--- src/tc_mul_pkg.sv ---
// format constants, enums and packed structs for the four-lane half-width multiplier
`default_nettype none

package tc_mul_pkg;

    // 1 sign, 5 exponent, 3 fraction bits
    localparam int FP_EXP_W   = 5;
    localparam int FP_FRAC_W  = 3;
    localparam int FP_W       = 1 + FP_EXP_W + FP_FRAC_W;
    localparam int FP_BIAS    = 15;
    localparam int FP_EXP_MAX = 31;
    localparam int FP_SIG_W   = FP_FRAC_W + 1;

    localparam int LANES      = 4;
    localparam int REG_IDX_W  = 8;
    localparam int WARP_ID_W  = 3;

    typedef struct packed {
        logic                 sign;
        logic [FP_EXP_W-1:0]  exp;
        logic [FP_FRAC_W-1:0] frac;
    } fp_t;

    localparam fp_t FP_QNAN = '{sign: 1'b0, exp: 5'd31, frac: 3'b100};

    typedef enum logic [2:0] {
        RM_RNE = 3'd0,
        RM_RTZ = 3'd1
    } rm_e;

    typedef enum logic [2:0] {
        FP_ZERO,
        FP_NORMAL,
        FP_INF,
        FP_QNAN_C,
        FP_SNAN_C
    } fp_class_e;

    // significand carries the hidden bit
    typedef struct packed {
        logic                sign;
        logic [FP_EXP_W-1:0] exp;
        logic [FP_SIG_W-1:0] sig;
        fp_class_e           cls;
    } fp_unpacked_t;

    typedef struct packed {
        logic nv;
        logic of;
        logic uf;
        logic nx;
    } fflags_t;

    typedef struct packed {
        logic [REG_IDX_W-1:0] reg_idx;
        logic [WARP_ID_W-1:0] warp_id;
    } tag_t;

    typedef struct packed {
        rm_e             rm;
        fp_t [LANES-1:0] a;
        fp_t [LANES-1:0] b;
        tag_t            tag;
    } mul_req_t;

    typedef struct packed {
        fp_t [LANES-1:0] result;
        fflags_t         flags;
        tag_t            tag;
    } mul_rsp_t;

endpackage

`default_nettype wire
--- src/tc_mul_top.sv ---
// top level tying issue, the multiplier lane array and collect together
`default_nettype none

module tc_mul_top import tc_mul_pkg::*; (
    input  logic     clk,
    input  logic     rst_n,
    input  logic     in_valid_i,
    output logic     in_ready_o,
    input  mul_req_t req_i,
    output logic     out_valid_o,
    input  logic     out_ready_i,
    output mul_rsp_t rsp_o
);

    logic                     en1;
    logic                     en2;
    fp_unpacked_t [LANES-1:0] opa;
    fp_unpacked_t [LANES-1:0] opb;
    rm_e                      rm;
    fp_t          [LANES-1:0] lane_result;
    fflags_t      [LANES-1:0] lane_flags;

    tc_mul_issue u_issue (
        .clk         (clk),
        .rst_n       (rst_n),
        .in_valid_i  (in_valid_i),
        .req_i       (req_i),
        .out_ready_i (out_ready_i),
        .in_ready_o  (in_ready_o),
        .out_valid_o (out_valid_o),
        .en1_o       (en1),
        .en2_o       (en2),
        .opa_o       (opa),
        .opb_o       (opb),
        .rm_o        (rm)
    );

    for (genvar i = 0; i < LANES; i++) begin : gen_lane
        fp_mul_lane u_lane (
            .clk      (clk),
            .rst_n    (rst_n),
            .en1_i    (en1),
            .en2_i    (en2),
            .opa_i    (opa[i]),
            .opb_i    (opb[i]),
            .rm_i     (rm),
            .result_o (lane_result[i]),
            .flags_o  (lane_flags[i])
        );
    end

    tc_mul_collect u_collect (
        .clk           (clk),
        .rst_n         (rst_n),
        .en1_i         (en1),
        .en2_i         (en2),
        .tag_i         (req_i.tag),
        .lane_result_i (lane_result),
        .lane_flags_i  (lane_flags),
        .out_valid_i   (out_valid_o),
        .out_ready_i   (out_ready_i),
        .rsp_o         (rsp_o)
    );

endmodule

`default_nettype wire

--- src/tc_mul_collect.sv ---
// tag delay pipeline, lane flag merge and response packing
`default_nettype none

module tc_mul_collect import tc_mul_pkg::*; (
    input  logic                 clk,
    input  logic                 rst_n,
    input  logic                 en1_i,
    input  logic                 en2_i,
    input  tag_t                 tag_i,
    input  fp_t     [LANES-1:0]  lane_result_i,
    input  fflags_t [LANES-1:0]  lane_flags_i,
    input  logic                 out_valid_i,
    input  logic                 out_ready_i,
    output mul_rsp_t             rsp_o
);

    tag_t    tag_s1;
    tag_t    tag_s2;
    fflags_t flags_or;

    // same enables as the lanes keep the tag aligned
    always_ff @(posedge clk) begin
        if (en1_i) begin
            tag_s1 <= tag_i;
        end
        if (en2_i) begin
            tag_s2 <= tag_s1;
        end
    end

    always_comb begin
        flags_or = '0;
        for (int i = 0; i < LANES; i++) begin
            flags_or = flags_or | lane_flags_i[i];
        end
    end

    assign rsp_o.result = lane_result_i;
    assign rsp_o.flags  = flags_or;
    assign rsp_o.tag    = tag_s2;

    // response held under back-pressure
    a_rsp_stable: assert property (@(posedge clk) disable iff (!rst_n)
        (out_valid_i && !out_ready_i) |=> $stable(rsp_o));

endmodule

`default_nettype wire

--- src/fp_mul_lane.sv ---
// two-stage half-width multiplier lane with special cases, rounding and flags
`default_nettype none

module fp_mul_lane import tc_mul_pkg::*; (
    input  logic         clk,
    input  logic         rst_n,
    input  logic         en1_i,
    input  logic         en2_i,
    input  fp_unpacked_t opa_i,
    input  fp_unpacked_t opb_i,
    input  rm_e          rm_i,
    output fp_t          result_o,
    output fflags_t      flags_o
);

    typedef logic signed [FP_EXP_W+1:0] sexp_t;

    typedef enum logic [1:0] {
        SC_NONE,
        SC_NAN,
        SC_INF,
        SC_ZERO
    } sc_e;

    typedef struct packed {
        sc_e                   kind;
        logic                  nv;
        logic                  sign;
        sexp_t                 exp;
        logic [2*FP_SIG_W-1:0] prod;
        rm_e                   rm;
    } s1_t;

    s1_t                  s1_d;
    s1_t                  s1_q;
    logic                 a_nan;
    logic                 b_nan;
    logic                 inf_zero;
    sexp_t                norm_exp;
    sexp_t                rnd_exp;
    logic [FP_FRAC_W-1:0] frac;
    logic [FP_FRAC_W:0]   frac_rnd;
    logic                 guard;
    logic                 sticky;
    logic                 rnd_up;
    fp_t                  result_d;
    fflags_t              flags_d;

    assign a_nan    = opa_i.cls inside {FP_QNAN_C, FP_SNAN_C};
    assign b_nan    = opb_i.cls inside {FP_QNAN_C, FP_SNAN_C};
    assign inf_zero = (opa_i.cls == FP_INF && opb_i.cls == FP_ZERO) ||
                      (opa_i.cls == FP_ZERO && opb_i.cls == FP_INF);

    always_comb begin
        s1_d.sign = opa_i.sign ^ opb_i.sign;
        s1_d.exp  = sexp_t'(opa_i.exp) + sexp_t'(opb_i.exp) - sexp_t'(FP_BIAS);
        s1_d.prod = opa_i.sig * opb_i.sig;
        s1_d.rm   = rm_i;
        s1_d.nv   = inf_zero || opa_i.cls == FP_SNAN_C || opb_i.cls == FP_SNAN_C;
        if (a_nan || b_nan || inf_zero) begin
            s1_d.kind = SC_NAN;
        end else if (opa_i.cls == FP_INF || opb_i.cls == FP_INF) begin
            s1_d.kind = SC_INF;
        end else if (opa_i.cls == FP_ZERO || opb_i.cls == FP_ZERO) begin
            s1_d.kind = SC_ZERO;
        end else begin
            s1_d.kind = SC_NONE;
        end
    end

    always_ff @(posedge clk) begin
        if (en1_i) begin
            s1_q <= s1_d;
        end
    end

    // product is 2.6 fixed point, leading one at bit 7 or bit 6
    always_comb begin
        if (s1_q.prod[7]) begin
            norm_exp = s1_q.exp + sexp_t'(1);
            frac     = s1_q.prod[6:4];
            guard    = s1_q.prod[3];
            sticky   = |s1_q.prod[2:0];
        end else begin
            norm_exp = s1_q.exp;
            frac     = s1_q.prod[5:3];
            guard    = s1_q.prod[2];
            sticky   = |s1_q.prod[1:0];
        end
        rnd_up   = (s1_q.rm == RM_RNE) && guard && (sticky || frac[0]);
        frac_rnd = {1'b0, frac} + {{FP_FRAC_W{1'b0}}, rnd_up};
        rnd_exp  = norm_exp + sexp_t'(frac_rnd[FP_FRAC_W]);

        result_d.sign = s1_q.sign;
        result_d.exp  = rnd_exp[FP_EXP_W-1:0];
        result_d.frac = frac_rnd[FP_FRAC_W-1:0];
        flags_d       = '0;
        flags_d.nx    = guard || sticky;

        case (s1_q.kind)
            SC_NAN: begin
                result_d   = FP_QNAN;
                flags_d    = '0;
                flags_d.nv = s1_q.nv;
            end
            SC_INF: begin
                result_d.exp  = FP_EXP_W'(FP_EXP_MAX);
                result_d.frac = '0;
                flags_d       = '0;
            end
            SC_ZERO: begin
                result_d.exp  = '0;
                result_d.frac = '0;
                flags_d       = '0;
            end
            default: begin
                if (norm_exp <= sexp_t'(0)) begin
                    // tiny results flush to signed zero
                    result_d.exp  = '0;
                    result_d.frac = '0;
                    flags_d.uf    = 1'b1;
                    flags_d.nx    = 1'b1;
                end else if (rnd_exp >= sexp_t'(FP_EXP_MAX)) begin
                    flags_d.of = 1'b1;
                    flags_d.nx = 1'b1;
                    if (s1_q.rm == RM_RTZ) begin
                        result_d.exp  = FP_EXP_W'(FP_EXP_MAX - 1);
                        result_d.frac = '1;
                    end else begin
                        result_d.exp  = FP_EXP_W'(FP_EXP_MAX);
                        result_d.frac = '0;
                    end
                end
            end
        endcase
    end

    always_ff @(posedge clk or negedge rst_n) begin
        if (!rst_n) begin
            result_o <= '0;
            flags_o  <= '0;
        end else if (en2_i) begin
            result_o <= result_d;
            flags_o  <= flags_d;
        end
    end

    a_nan_canonical: assert property (@(posedge clk) disable iff (!rst_n)
        (result_o.exp == FP_EXP_W'(FP_EXP_MAX) && result_o.frac != '0)
            |-> result_o == FP_QNAN);

endmodule

`default_nettype wire

--- src/tc_mul_issue.sv ---
// operand unpacking, two-stage valid tracking and stage enables
`default_nettype none

module tc_mul_issue import tc_mul_pkg::*; (
    input  logic                          clk,
    input  logic                          rst_n,
    input  logic                          in_valid_i,
    input  mul_req_t                      req_i,
    input  logic                          out_ready_i,
    output logic                          in_ready_o,
    output logic                          out_valid_o,
    output logic                          en1_o,
    output logic                          en2_o,
    output fp_unpacked_t [LANES-1:0]      opa_o,
    output fp_unpacked_t [LANES-1:0]      opb_o,
    output rm_e                           rm_o
);

    logic v1;
    logic v2;
    logic hold2;

    function automatic fp_unpacked_t unpack(input logic [FP_W-1:0] raw);
        fp_t          f;
        fp_unpacked_t u;
        f      = fp_t'(raw);
        u.sign = f.sign;
        u.exp  = f.exp;
        u.sig  = {1'b1, f.frac};
        if (f.exp == '0) begin
            // subnormals flush to zero
            u.cls = FP_ZERO;
            u.sig = '0;
        end else if (f.exp == FP_EXP_W'(FP_EXP_MAX)) begin
            if (f.frac == '0) begin
                u.cls = FP_INF;
            end else if (f.frac[FP_FRAC_W-1]) begin
                u.cls = FP_QNAN_C;
            end else begin
                u.cls = FP_SNAN_C;
            end
        end else begin
            u.cls = FP_NORMAL;
        end
        return u;
    endfunction

    // stage 2 holds while its result waits downstream
    assign hold2       = v2 && !out_ready_i;
    assign in_ready_o  = !(v1 && hold2);
    assign en1_o       = in_valid_i && in_ready_o;
    assign en2_o       = v1 && !hold2;
    assign out_valid_o = v2;

    always_ff @(posedge clk or negedge rst_n) begin
        if (!rst_n) begin
            v1 <= 1'b0;
            v2 <= 1'b0;
        end else begin
            if (in_ready_o) begin
                v1 <= in_valid_i;
            end
            if (!hold2) begin
                v2 <= v1;
            end
        end
    end

    always_comb begin
        for (int i = 0; i < LANES; i++) begin
            opa_o[i] = unpack(req_i.a[i]);
            opb_o[i] = unpack(req_i.b[i]);
        end
    end

    assign rm_o = req_i.rm;

    a_rm_legal: assert property (@(posedge clk) disable iff (!rst_n)
        in_valid_i |-> req_i.rm inside {RM_RNE, RM_RTZ});

endmodule

`default_nettype wire

--- config.mk ---
export PLATFORM = sky130hd
export DESIGN_NAME = tc_mul_top
export DESIGN_NICKNAME = d
export VERILOG_FILES = /design/src/tc_mul_pkg.sv /design/src/tc_mul_top.sv /design/src/tc_mul_collect.sv /design/src/fp_mul_lane.sv /design/src/tc_mul_issue.sv
export SDC_FILE = /design/constraint.sdc
export NUM_CORES = 1
export LEC_CHECK = 0
export BUFFER_PORTS_ARGS = -buffer_cell sky130_fd_sc_hd__buf_2
export CELL_PAD_IN_SITES_DETAIL_PLACEMENT = 0
export CELL_PAD_IN_SITES_GLOBAL_PLACEMENT = 2
export CORE_ASPECT_RATIO = 0.6
export CORE_MARGIN = 1
export CORE_UTILIZATION = 38
export DETAILED_ROUTE_END_ITERATION = 12
export HOLD_SLACK_MARGIN = 0.06
export PLACE_DENSITY = 0.85
export SYNTH_ARGS = -nofsm -noshare
export SYNTH_HDL_FRONTEND = slang
export SYNTH_SLANG_ARGS = --single-unit
export TNS_END_PERCENT = 1
--- constraint.sdc ---
create_clock -name clk -period 4.72 [get_ports clk]
set_input_delay 0.472 -clock clk [delete_from_list [all_inputs] [get_ports clk]]
set_output_delay 0.472 -clock clk [all_outputs]
set_load 0.02 [all_outputs]
==> impl_metrics.toml <==
[cts]
h-tree-depth = 4
cts_setup_buffers = 0
clk_pin_slew_ps = 60
hold_buffers = 0
cts_tree = "built"
numCtsBuffers = 17
clock_sinks = 155
insertion_delay_ps = 430
clockBufferDepth = 2
cts_root_buf = "clkbuf_16"
cts.repair.resized = 0

[critical_path]
crit_family = "adder cells"
cpMostUsedCell = "a21oi_1"
crit_arrival_ps = 4020
critical_path.slowest_cell = "fa_1"
critical_path_class = "in2reg"
r2r_cells = 12
worstPathRequired_ps = 4890
start_kind = "input pin"
regToRegEndpoint = "gen_lane[2].u_lane.result_o[0]"
path_cells = "buf_2 -> or4_1 -> nor2_1 -> a21oi_1 -> and2_1 -> nand2_1 -> fa_1 -> fa_1 -> inv_1 -> ha_1 -> a21o_1 -> a21oi_1 -> o21bai_1 -> a21oi_1 -> xnor2_1"
max_stage_delay_ps = 540
worst-path-max-fanout = 15
r2r_slack_ps = 1010
critPathBufInv = 2
r2r_start = "gen_lane[2].u_lane.s1_q[10]"
worst_setup_path_end_kind = "flop"

[floorplan]
die_y_microns = 135
io_pins = 143
coreArea_sq_um = 28800
die_area_sq_um = 30000
fp-row-count = 48
start_util = 0.387
die_w_microns = 223

[pwr]
irDropWorstVdd_uv = 262
p_leak_nw = 5.62
pwr_density_cell_nw_per_um2 = 358
totalPowerFinal_mw = 4.59

[sta]
fin_tns_setup_ps = 0
postLayoutSetupSlackWorst_ps = 876
max_freq_ghz = 0.260
period_share = 0.815
finalSetupViolCount = 0
skew_ps = 12.5
finalHoldViolations = 0
relSlewSlack = 0.469
drv_slew = 0
worst_pin_slew_ps = 796
rsz0062_at_grt = "false"
period_minus_slack_ps = 3840

[synthesis]
synth_cell_types = 78
syn_inst = 1122
syn_area_per_cell_sq_um = 9.92
yosysWarningCount = 0
synthesis.area_sq_um = 11100
ys_async_sr_fraction = 0.348
ys.flop_type = "edfxtp_1"
ys_seq_elements = 155
synth_edf_count = 101
syn_nets = 1332
ys_seq_area_frac = 0.394

[route]
dr_total_vias = 8630
viasPerCell = 5.24
route.detailed.drc = 0
antenna_left = 0
first_iter_violations = 625
avgRoutedWirePerCell_microns = 15.4
routed_wl_microns = 25400
drt-pass1-iter-count = 5

[placement]
place_hpwl_microns = 19700
gp_congestion = 0.830
io_buffer_count = 142
dpl_worst_slack_ps = 422

[cells_and_area]
syn_to_final_growth_pct = 15.1
fin_util = 0.445
n_antenna_cell = 0
layout-drive-gt1-share = 0.169
nets = 1469

[outcome]
outcome = "finished, final reports clean"

[global_route]
grt_usage = 0.175
grt_pass1_vias = 8215
grt_pass1_wl_microns = 42100
grt_max_degree = 55
gr-total-overflow = 0
antenna_found_initial = 1

[flow_run]
maxCapViolations = 0

[hold_path]
worstHoldPathType = "in2async"
-- placed cells by master, fill, tap and decap left out, types with 6 or more instances in the layout --
| master | n |
|---|---|
| a311oi_1 | 6 |
| o21bai_1 | 8 |
| mux2i_1 | 14 |
| clkbuf_16 | 17 |
| inv_1 | 61 |
| a21oi_1 | 70 |
| o211ai_1 | 7 |
| nand3_1 | 29 |
| buf_4 | 10 |
| mux2_2 | 10 |
| o21ai_0 | 40 |
| xnor2_1 | 59 |
| nor3b_1 | 7 |
| a211oi_1 | 11 |
| nand4_1 | 19 |
| a31oi_1 | 8 |
| nand3b_1 | 6 |
| and2_1 | 22 |
| xor2_1 | 34 |
| o32ai_1 | 6 |
| edfxtp_1 | 101 |
| and3_1 | 49 |
| nor2_1 | 75 |
| a211o_1 | 6 |
| dfrtp_1 | 54 |
| buf_2 | 142 |
| a21o_1 | 18 |
| ha_1 | 100 |
| nand2_1 | 110 |
| or4_1 | 12 |
| fa_1 | 20 |
| nor3_1 | 34 |
-- per-layer routing --
metal | share of wire | global-route usage | vias up
li1 | - | - | 4393
met1 | 0.55 | 0.271 | 4039
met2 | 0.40 | 0.248 | 184
met3 | 0.049 | 0.0337 | 12
met4 | 0.0072 | 0.0375 | 2
met5 | 0.00031 | 0 | -
-- cell type report --
| cell class | count | area [sq um] |
|---|---|---|
| multi-input combinational | 871 | 6350 |
| clock inverter | 13 | 141 |
| clock buffer | 19 | 443 |
| timing repair buffer | 152 | 786 |
| inverter | 62 | 233 |
| sequential | 155 | 4380 |
| fill | 2743 | 16000 |
| tap | 375 | 469 |
-- where the power goes --
part / switching, mW / internal, mW
logic: 0.801 / 0.556
clock network: 0.563 / 0.795
registers: 0.172 / 1.70
-- worst max-delay path by stage --
| stage | startpoint | endpoint | slack [ps] | cells past startpoint |
|---|---|---|---|---|
| floorplan | req_i[33] | gen_lane[2].u_lane.s1_q[10] | 870 | 14 |
| global placement | req_i[33] | gen_lane[2].u_lane.s1_q[10] | 510 | 15 |
| detailed placement | req_i[50] | gen_lane[0].u_lane.s1_q[10] | 420 | 15 |
| CTS | req_i[50] | gen_lane[0].u_lane.s1_q[10] | 890 | 15 |
| global route | req_i[51] | gen_lane[0].u_lane.s1_q[10] | 630 | 15 |
| finish | req_i[50] | gen_lane[0].u_lane.s1_q[10] | 880 | 15 |
-- kinds of logic (layout without fill, tap and decap cells) --
logic type	count (synthesis)	in the layout	synth area share
multiplexers	24	24	0.0227
flip-flops	155	155	0.394
AND/OR/NAND/NOR	403	403	0.187
adder cells (fa/ha/maj)	120	120	0.148
AO/OA/AOI/OAI	229	229	0.136
buffers and inverters	96	246	0.0354
XOR/XNOR	95	95	0.0761
-- Yosys cell counts, types with 10 or more instances --
cell | n | area [sq um]
a211oi_1 | 11 | 82.6
a21o_1 | 18 | 135
a21oi_1 | 70 | 350
and2_1 | 23 | 144
and3_1 | 49 | 307
buf_2 | 12 | 60.1
clkbuf_1 | 18 | 67.6
dfrtp_1 | 54 | 1350
edfxtp_1 | 101 | 3030
fa_1 | 20 | 400
ha_1 | 100 | 1250
inv_1 | 62 | 233
mux2_2 | 10 | 113
mux2i_1 | 14 | 140
nand2_1 | 111 | 417
nand3_1 | 29 | 145
nand4_1 | 19 | 119
nor2_1 | 75 | 282
nor3_1 | 34 | 170
o21ai_0 | 40 | 200
or4_1 | 12 | 90.1
xnor2_1 | 59 | 517
xor2_1 | 34 | 298
-- registers in the layout, summed over array words and instances (netlist names) --
signal / flops
gen_lane.u_lane.s1_q: 79
u_issue.v1: 1
gen_lane.u_lane.result_o: 36
u_collect.rsp_o: 11
gen_lane.u_lane.flags_o: 16
u_collect.tag_s1: 11
u_issue.out_valid_o: 1
-- per-stage QoR --
step / hold WS (ps) / instances / area, sq um
4_1_cts: 197 / 1647 / 12800
3_3_place_gp: 402 / 1615 / 12200
2_1_floorplan: 176 / 1122 / 11100
5_1_grt: 198 / 1647 / 12800
6_report: 172 / 1647 / 12800
3_5_place_dp: 405 / 1615 / 12200
Note: power is estimated with default switching activity, not from simulation.
